[src/rtl/decision_ctr_defines.svh]
`ifndef DECISION_CTR_DEFINES_SVH
`define DECISION_CTR_DEFINES_SVH

// number of test-pattern records collected into one frame.
`define DECISION_NUMS 8

// width of one error-polynomial degree record.
`define BIT_WIDTH_DEG 2

// width of one error-count record.
`define BIT_WIDTH_ERR_CNT 2

// record counter width able to hold 0 to DECISION_NUMS.
`define ENTRY_CNT_WIDTH 4

`endif

[src/rtl/decision_ctr_pkg.sv]
`default_nettype none

package decision_ctr_pkg;

    // holding stage and output handshake states.
    typedef enum logic [1:0] {
        ST_EMPTY = 2'd0, // holding stage free.
        ST_HELD  = 2'd1, // frame held, waiting for out_req.
        ST_ACK   = 2'd2  // ack raised, waiting for out_req to drop.
    } xfer_state_t;

    // operation applied to the counter and both banks in one cycle.
    typedef enum logic [1:0] {
        OP_IDLE  = 2'd0,
        OP_SHIFT = 2'd1, // one record into the loading stage.
        OP_XFER  = 2'd2  // loading stage copied to holding stage.
    } bank_op_t;

endpackage

`default_nettype wire

[src/rtl/entry_counter.sv]
`timescale 1ns/1ns
`default_nettype none

`include "decision_ctr_defines.svh"

module entry_counter
    import decision_ctr_pkg::*;
(
    input  wire logic clk,
    input  wire logic arst_n,
    input  wire logic en,
    input  bank_op_t  bank_op,
    output logic      frame_full
);

    localparam logic [`ENTRY_CNT_WIDTH-1:0] last_entry =
        `ENTRY_CNT_WIDTH'(`DECISION_NUMS - 1);

    logic [`ENTRY_CNT_WIDTH-1:0] count; // records in the loading stage.

    always_ff @(posedge clk or negedge arst_n) begin
        if (!arst_n) begin
            count      <= '0;
            frame_full <= 1'b0;
        end else if (en) begin
            case (bank_op)
                OP_SHIFT: begin
                    count <= count + 1'b1;
                    if (count == last_entry) begin
                        frame_full <= 1'b1; // set with the last record.
                    end
                end
                OP_XFER: begin
                    count      <= '0;
                    frame_full <= 1'b0;
                end
                default: begin
                    count <= count;
                end
            endcase
        end
    end

endmodule

`default_nettype wire

[src/rtl/info_bank.sv]
`timescale 1ns/1ns
`default_nettype none

`include "decision_ctr_defines.svh"

module info_bank
    import decision_ctr_pkg::*;
#(
    parameter int info_width = 2
) (
    input  wire logic                                clk,
    input  wire logic                                arst_n,
    input  wire logic                                en,
    input  bank_op_t                                 bank_op,
    input  wire logic [info_width-1:0]               in_info,
    output logic [`DECISION_NUMS*info_width-1:0]     out_info
);

    localparam int frame_width = `DECISION_NUMS * info_width;

    logic [frame_width-1:0] load_q; // serial loading stage.
    logic [frame_width-1:0] hold_q; // parallel holding stage.

    // new records enter at the top and walk down, so after a full frame
    // the first record sits in slice 0.
    always_ff @(posedge clk) begin
        if (en && (bank_op == OP_SHIFT)) begin
            load_q <= {in_info, load_q[frame_width-1:info_width]};
        end
    end

    always_ff @(posedge clk or negedge arst_n) begin
        if (!arst_n) begin
            hold_q <= '0;
        end else if (en && (bank_op == OP_XFER)) begin
            hold_q <= load_q; // stays put until the next transfer.
        end
    end

    assign out_info = hold_q;

endmodule

`default_nettype wire

[src/rtl/decision_xfer_fsm.sv]
`timescale 1ns/1ns
`default_nettype none

module decision_xfer_fsm
    import decision_ctr_pkg::*;
(
    input  wire logic clk,
    input  wire logic arst_n,
    input  wire logic en,
    input  wire logic get_val,
    input  wire logic frame_full,
    input  wire logic out_req,
    output logic      out_ack,
    output bank_op_t  bank_op
);

    xfer_state_t state;
    xfer_state_t next_state;

    // shift and transfer never coincide since shift needs a free slot
    // and transfer needs a full loading stage.
    always_comb begin
        bank_op = OP_IDLE;
        if (en) begin
            if (get_val && !frame_full) begin
                bank_op = OP_SHIFT;
            end else if (frame_full && (state == ST_EMPTY)) begin
                bank_op = OP_XFER;
            end
        end
    end

    always_comb begin
        next_state = state;
        case (state)
            ST_EMPTY: begin
                if (bank_op == OP_XFER) begin
                    next_state = ST_HELD; // frame lands in holding stage.
                end
            end
            ST_HELD: begin
                if (out_req) begin
                    next_state = ST_ACK;
                end
            end
            ST_ACK: begin
                if (!out_req) begin
                    next_state = ST_EMPTY; // consumer done with the frame.
                end
            end
            default: begin
                next_state = ST_EMPTY;
            end
        endcase
    end

    always_ff @(posedge clk or negedge arst_n) begin
        if (!arst_n) begin
            state   <= ST_EMPTY;
            out_ack <= 1'b0;
        end else if (en) begin
            state   <= next_state;
            out_ack <= (next_state == ST_ACK); // high exactly in ST_ACK.
        end
    end

endmodule

`default_nettype wire

[src/rtl/decision_ctr.sv]
`timescale 1ns/1ns
`default_nettype none

`include "decision_ctr_defines.svh"

module decision_ctr
    import decision_ctr_pkg::*;
(
    input  wire logic                                          clk,
    input  wire logic                                          arst_n,
    input  wire logic                                          en,
    input  wire logic                                          get_val,
    input  wire logic [`BIT_WIDTH_DEG-1:0]                     in_deg,
    input  wire logic [`BIT_WIDTH_ERR_CNT-1:0]                 in_err_cnt,
    input  wire logic                                          out_req,
    output logic                                               load_ready,
    output logic                                               out_ack,
    output logic [`DECISION_NUMS*`BIT_WIDTH_DEG-1:0]           out_deg,
    output logic [`DECISION_NUMS*`BIT_WIDTH_ERR_CNT-1:0]       out_err_cnt
);

    bank_op_t bank_op;   // shared by both banks so slices stay aligned.
    logic     frame_full;

    assign load_ready = ~frame_full; // loading stage can take a record.

    decision_xfer_fsm xfer_fsm_inst (
        .clk        (clk),
        .arst_n     (arst_n),
        .en         (en),
        .get_val    (get_val),
        .frame_full (frame_full),
        .out_req    (out_req),
        .out_ack    (out_ack),
        .bank_op    (bank_op)
    );

    entry_counter entry_counter_inst (
        .clk        (clk),
        .arst_n     (arst_n),
        .en         (en),
        .bank_op    (bank_op),
        .frame_full (frame_full)
    );

    // degree path.
    info_bank #(
        .info_width (`BIT_WIDTH_DEG)
    ) deg_bank (
        .clk      (clk),
        .arst_n   (arst_n),
        .en       (en),
        .bank_op  (bank_op),
        .in_info  (in_deg),
        .out_info (out_deg)
    );

    // error-count path.
    info_bank #(
        .info_width (`BIT_WIDTH_ERR_CNT)
    ) err_cnt_bank (
        .clk      (clk),
        .arst_n   (arst_n),
        .en       (en),
        .bank_op  (bank_op),
        .in_info  (in_err_cnt),
        .out_info (out_err_cnt)
    );

endmodule

`default_nettype wire

[config.mk]
export PLATFORM = sky130hd
export DESIGN_NAME = decision_ctr
export DESIGN_NICKNAME = d
export VERILOG_FILES = /design/src/rtl/decision_ctr_pkg.sv /design/src/rtl/entry_counter.sv /design/src/rtl/info_bank.sv /design/src/rtl/decision_xfer_fsm.sv /design/src/rtl/decision_ctr.sv
export VERILOG_INCLUDE_DIRS = /design/src /design/src/rtl
export SDC_FILE = /design/constraint.sdc
export NUM_CORES = 1
export LEC_CHECK = 0
export BUFFER_PORTS_ARGS = -buffer_cell sky130_fd_sc_hd__buf_4
export CAP_MARGIN = 0
export CORE_ASPECT_RATIO = 0.6
export CORE_MARGIN = 1
export CORE_UTILIZATION = 45
export DETAILED_ROUTE_END_ITERATION = 10
export PLACE_DENSITY_LB_ADDON = 0.12
export SLEW_MARGIN = 20
export SYNTH_ARGS = -nofsm -noshare
export SYNTH_HDL_FRONTEND = slang
export SYNTH_SLANG_ARGS = --single-unit
[constraint.sdc]
create_clock -name clk -period 2.35 [get_ports clk]
set_input_delay 0.3525 -clock clk [delete_from_list [all_inputs] [get_ports clk]]
set_output_delay 0.3525 -clock clk [all_outputs]
set_load 0.05 [all_outputs]
==> results.md <==
- Min-delay src: in_err_cnt[1]
- Fin nets: just over 200
- Max_cap viols: 0
- Worst-path clk slew: 80 ps
- Critical R2R Launch: xfer_fsm_inst.state[0]
- Worst path bufs/invs: 1
- Worst Hold End: err_cnt_bank.load_q[15]
- Leak: between 1 and 1.5 nW
- CTS sink cnt: 72
- Post-synthesis cell count: 140
- Layout cells sized above 1: 0.4798
- Post-Route Setup TNS: 0 ps
- Final Wtd Congestion: just over 0.7
- Syn Nets: 150
- Ports: 43
- Detail Placement HPWL: around 2.5 mm
- Pre-antenna DRT Iters: 4
- Max stage delay cell, worst path: dfrtp_1
- Yosys warns: 0
- Worst Tran Pin Value: 516.3 ps
- Yosys top cell by area: dfrtp_1
- Starting Density: 0.4746
- Area growth syn-to-layout: 21.23%
- Final WL: 4.045 mm
- M3 GR Usage: 0.06823
- Register area share after synthesis: 0.7283
- Grt met2 use: 0.2037
- Gr ovfl total: 0
- Final setup violating endpoints: 0
- Hold depth: 1
- Area contributors post-synth: dfrtp_1 37%, edfxtp_1 36%, mux2_4 16%
- Headroom to the max-slew limit: 0.6558
- Cells along the critical path: and4bb_2 > buf_4 > mux2_2
- PortBufs: 42
- Iter 0 DRT Violations: 35
- Synthesized cell area: 2694 sq um
- Class of the worst hold path: in2reg
- Crit path max fanout: 17
- Peak per-stage delay on the critical path: 450 ps
- CTS buffer count: 9
- Flops & latches, synth: ~70
- Total track usage: 0.1441
- Mean area per synthesized cell: around 19 sq um
- WP data arrival: approximately 1800 ps
- Die H: 61.93 microns
- Met1 Use GR: 0.1903
- Fin. max-slew vios: 0
- CP required: around 2600 ps
- RSZ-0062 raised after global routing: false
- Status: completed
- Layout fillers: 473
- Top delay family on crit path: flip-flops
- Rows: 21
- FF-to-FF End: err_cnt_bank.out_info[3]
- FF-to-FF setup slack: 770 ps
- Clk_skew: approximately 7.6 ps
- Synth top area share: 0.3716
- Wire per inst: 14.55 microns
- Pwr Density: 1450 nW/um^2
- Routed vias/inst: ~4.8
- CTS H-tree depth: 3
- Clock root cell: clkbuf_8
- Post-CTS Resized: 0
- Antenna-violating nets left: 0
- First-pass GRT wire length: 6.313 mm
- CTS Buffer Depth: 2
- DRC viols: 0
- Width of the die: between 100 and 150 microns
- VDD IR-drop max: 613.3 uV
- Unique masters post-synth: 27
- Fin crit share: 0.6735
- GRT busiest layer: met2
- Vias in the first global route: around 1300
- Min Tclk post-route: 1583 ps
- DIE AREA: 6310 sq um
- Peak Freq: 631.8 MHz
- Setup crit end kind: flop
- Critical path class: reg2reg
- Clk_lat worst skew: 340 ps
- Tot Pwr: 4.736 mW
- Worst r2r path cells: 3
- ANT cells: 0
- TritonCTS clock tree: yes
- Vias: 1325
- Core Region: 5675 sq um
- Initial antenna violation count: 0
- Largest net degree at the start of global routing: between 40 and 50
- CP startpoint kind: flop
- Final hold violations: 0
-- routing by layer --
metal | wire length, microns | share of wire
met1 | 2002 | 0.49
met2 | 1774 | 0.44
met3 | 211 | 0.052
met4 | 55 | 0.014
met5 | 0 | 0
-- worst reg2reg max path: cells and delay by family, from the launching register on --
kind | cells | cell delay [ps]
simple gates | 1 | 340
buf+inv | 1 | 300
mux | 1 | 380
flops | 1 | 450
-- repair_timing --
item                      in CTS  in global routing
setup buffers                  0                  0
hold buffers                   1                  0
hold endpoints to repair      18                  0
-- final cells by class --
| type | count | area [sq um] | share of cell area |
|---|---|---|---|
| Clock buffer | 10 | 127.6 | 0.03908 |
| Tap cell | 80 | 100.1 | 0.03065 |
| Clock inverter | 6 | 60.06 | 0.01839 |
| Multi-Input combinational cell | 58 | 641.9 | 0.1966 |
| Sequential cell | 72 | 1962 | 0.6008 |
| Timing Repair Buffer | 47 | 355.3 | 0.1088 |
| Inverter | 5 | 18.77 | 0.005747 |
-- registers in the layout, indices dropped and copies added, names as in the netlist --
name and flops:
xfer_fsm_inst.state 2, entry_counter_inst.frame_full 1, err_cnt_bank.load_q 16, xfer_fsm_inst.out_ack 1, err_cnt_bank.out_info 16, entry_counter_inst.count 4
deg_bank.out_info 16, deg_bank.load_q 16
-- placed cells by master (no fill, tap or decap), drive strengths merged --
master and count:
buf 46, dfrtp 40, mux2 33, edfxtp 32, clkbuf 10, inv 5, o21ai 4, clkinv 3
nand3 2, nand2 2, xor2 2, nor2 2, clkinvlp 2, nand3b 1, nor2b 1, a31oi 1
o22ai 1, and4bb 1, or3 1, a21oi 1, nand2b 1, o31ai 1, o2bb2ai 1, nand4b 1
a22o 1, ha 1, bufinv 1, dlygate4sd3 1
-- logic make-up after synthesis --
group                      Yosys count  synth area share
buffers and inverters               10           0.03344
muxes                               33            0.1770
DFF                                 72            0.7283
xor gates and xnor gates             2          0.006504
adders and majority gates            1          0.004644
AOI/OAI and AO/OA                   10           0.02323
and+or+nand+nor                     12           0.02695
-- cells in the mapped netlist --
| cell | count |
|---|---|
| nand2b_1 | 1 |
| buf_8 | 1 |
| buf_6 | 1 |
| o22ai_1 | 1 |
| ha_1 | 1 |
| mux2_4 | 28 |
| nand3b_1 | 1 |
| a21oi_1 | 1 |
| mux2_2 | 5 |
| nor2_1 | 2 |
| buf_12 | 2 |
| dfrtp_1 | 40 |
| a22o_1 | 1 |
| o2bb2ai_1 | 1 |
| or3_1 | 1 |
| clkbuf_2 | 1 |
| a31oi_1 | 1 |
| nor2b_1 | 1 |
| inv_1 | 5 |
| edfxtp_1 | 32 |
| o31ai_1 | 1 |
| nand3_1 | 2 |
| and4bb_1 | 1 |
| o21ai_0 | 4 |
| nand4b_1 | 1 |
| nand2_1 | 2 |
| xor2_1 | 2 |
-- where the power goes --
part           internal (mW)  switching [mW]  leakage [nW]  total [mW]
Combinational          0.728            1.21         0.515        1.94
Sequential              1.66           0.214         0.815        1.88
Clock                  0.485           0.438        0.0920       0.922
-- stage by stage --
stage	hold slack (ps)	utilization	setup slack, ps	instances	cell area (sq um)
floorplan	56.91	-	478.5	140	2694
global placement	364.9	0.5406	843.0	261	3068
detailed placement	369.5	0.5406	754.9	261	3068
CTS	169.8	0.5754	750.0	278	3266
global route	165.6	0.5754	682.0	278	3266
finish	184.3	0.5754	767.2	278	3266
-- worst max path at each step --
stage                            from                          end  cells past startpoint
2_1_floorplan                      en  entry_counter_inst.count[0]                      5
3_3_place_gp   xfer_fsm_inst.state[0]     err_cnt_bank.out_info[2]                      3
3_5_place_dp   xfer_fsm_inst.state[0]  entry_counter_inst.count[0]                      4
4_1_cts        xfer_fsm_inst.state[0]  entry_counter_inst.count[0]                      4
5_1_grt        xfer_fsm_inst.state[0]  entry_counter_inst.count[0]                      4
6_report       xfer_fsm_inst.state[0]     err_cnt_bank.out_info[3]                      3
Note: power is estimated with default switching activity, not from simulation.
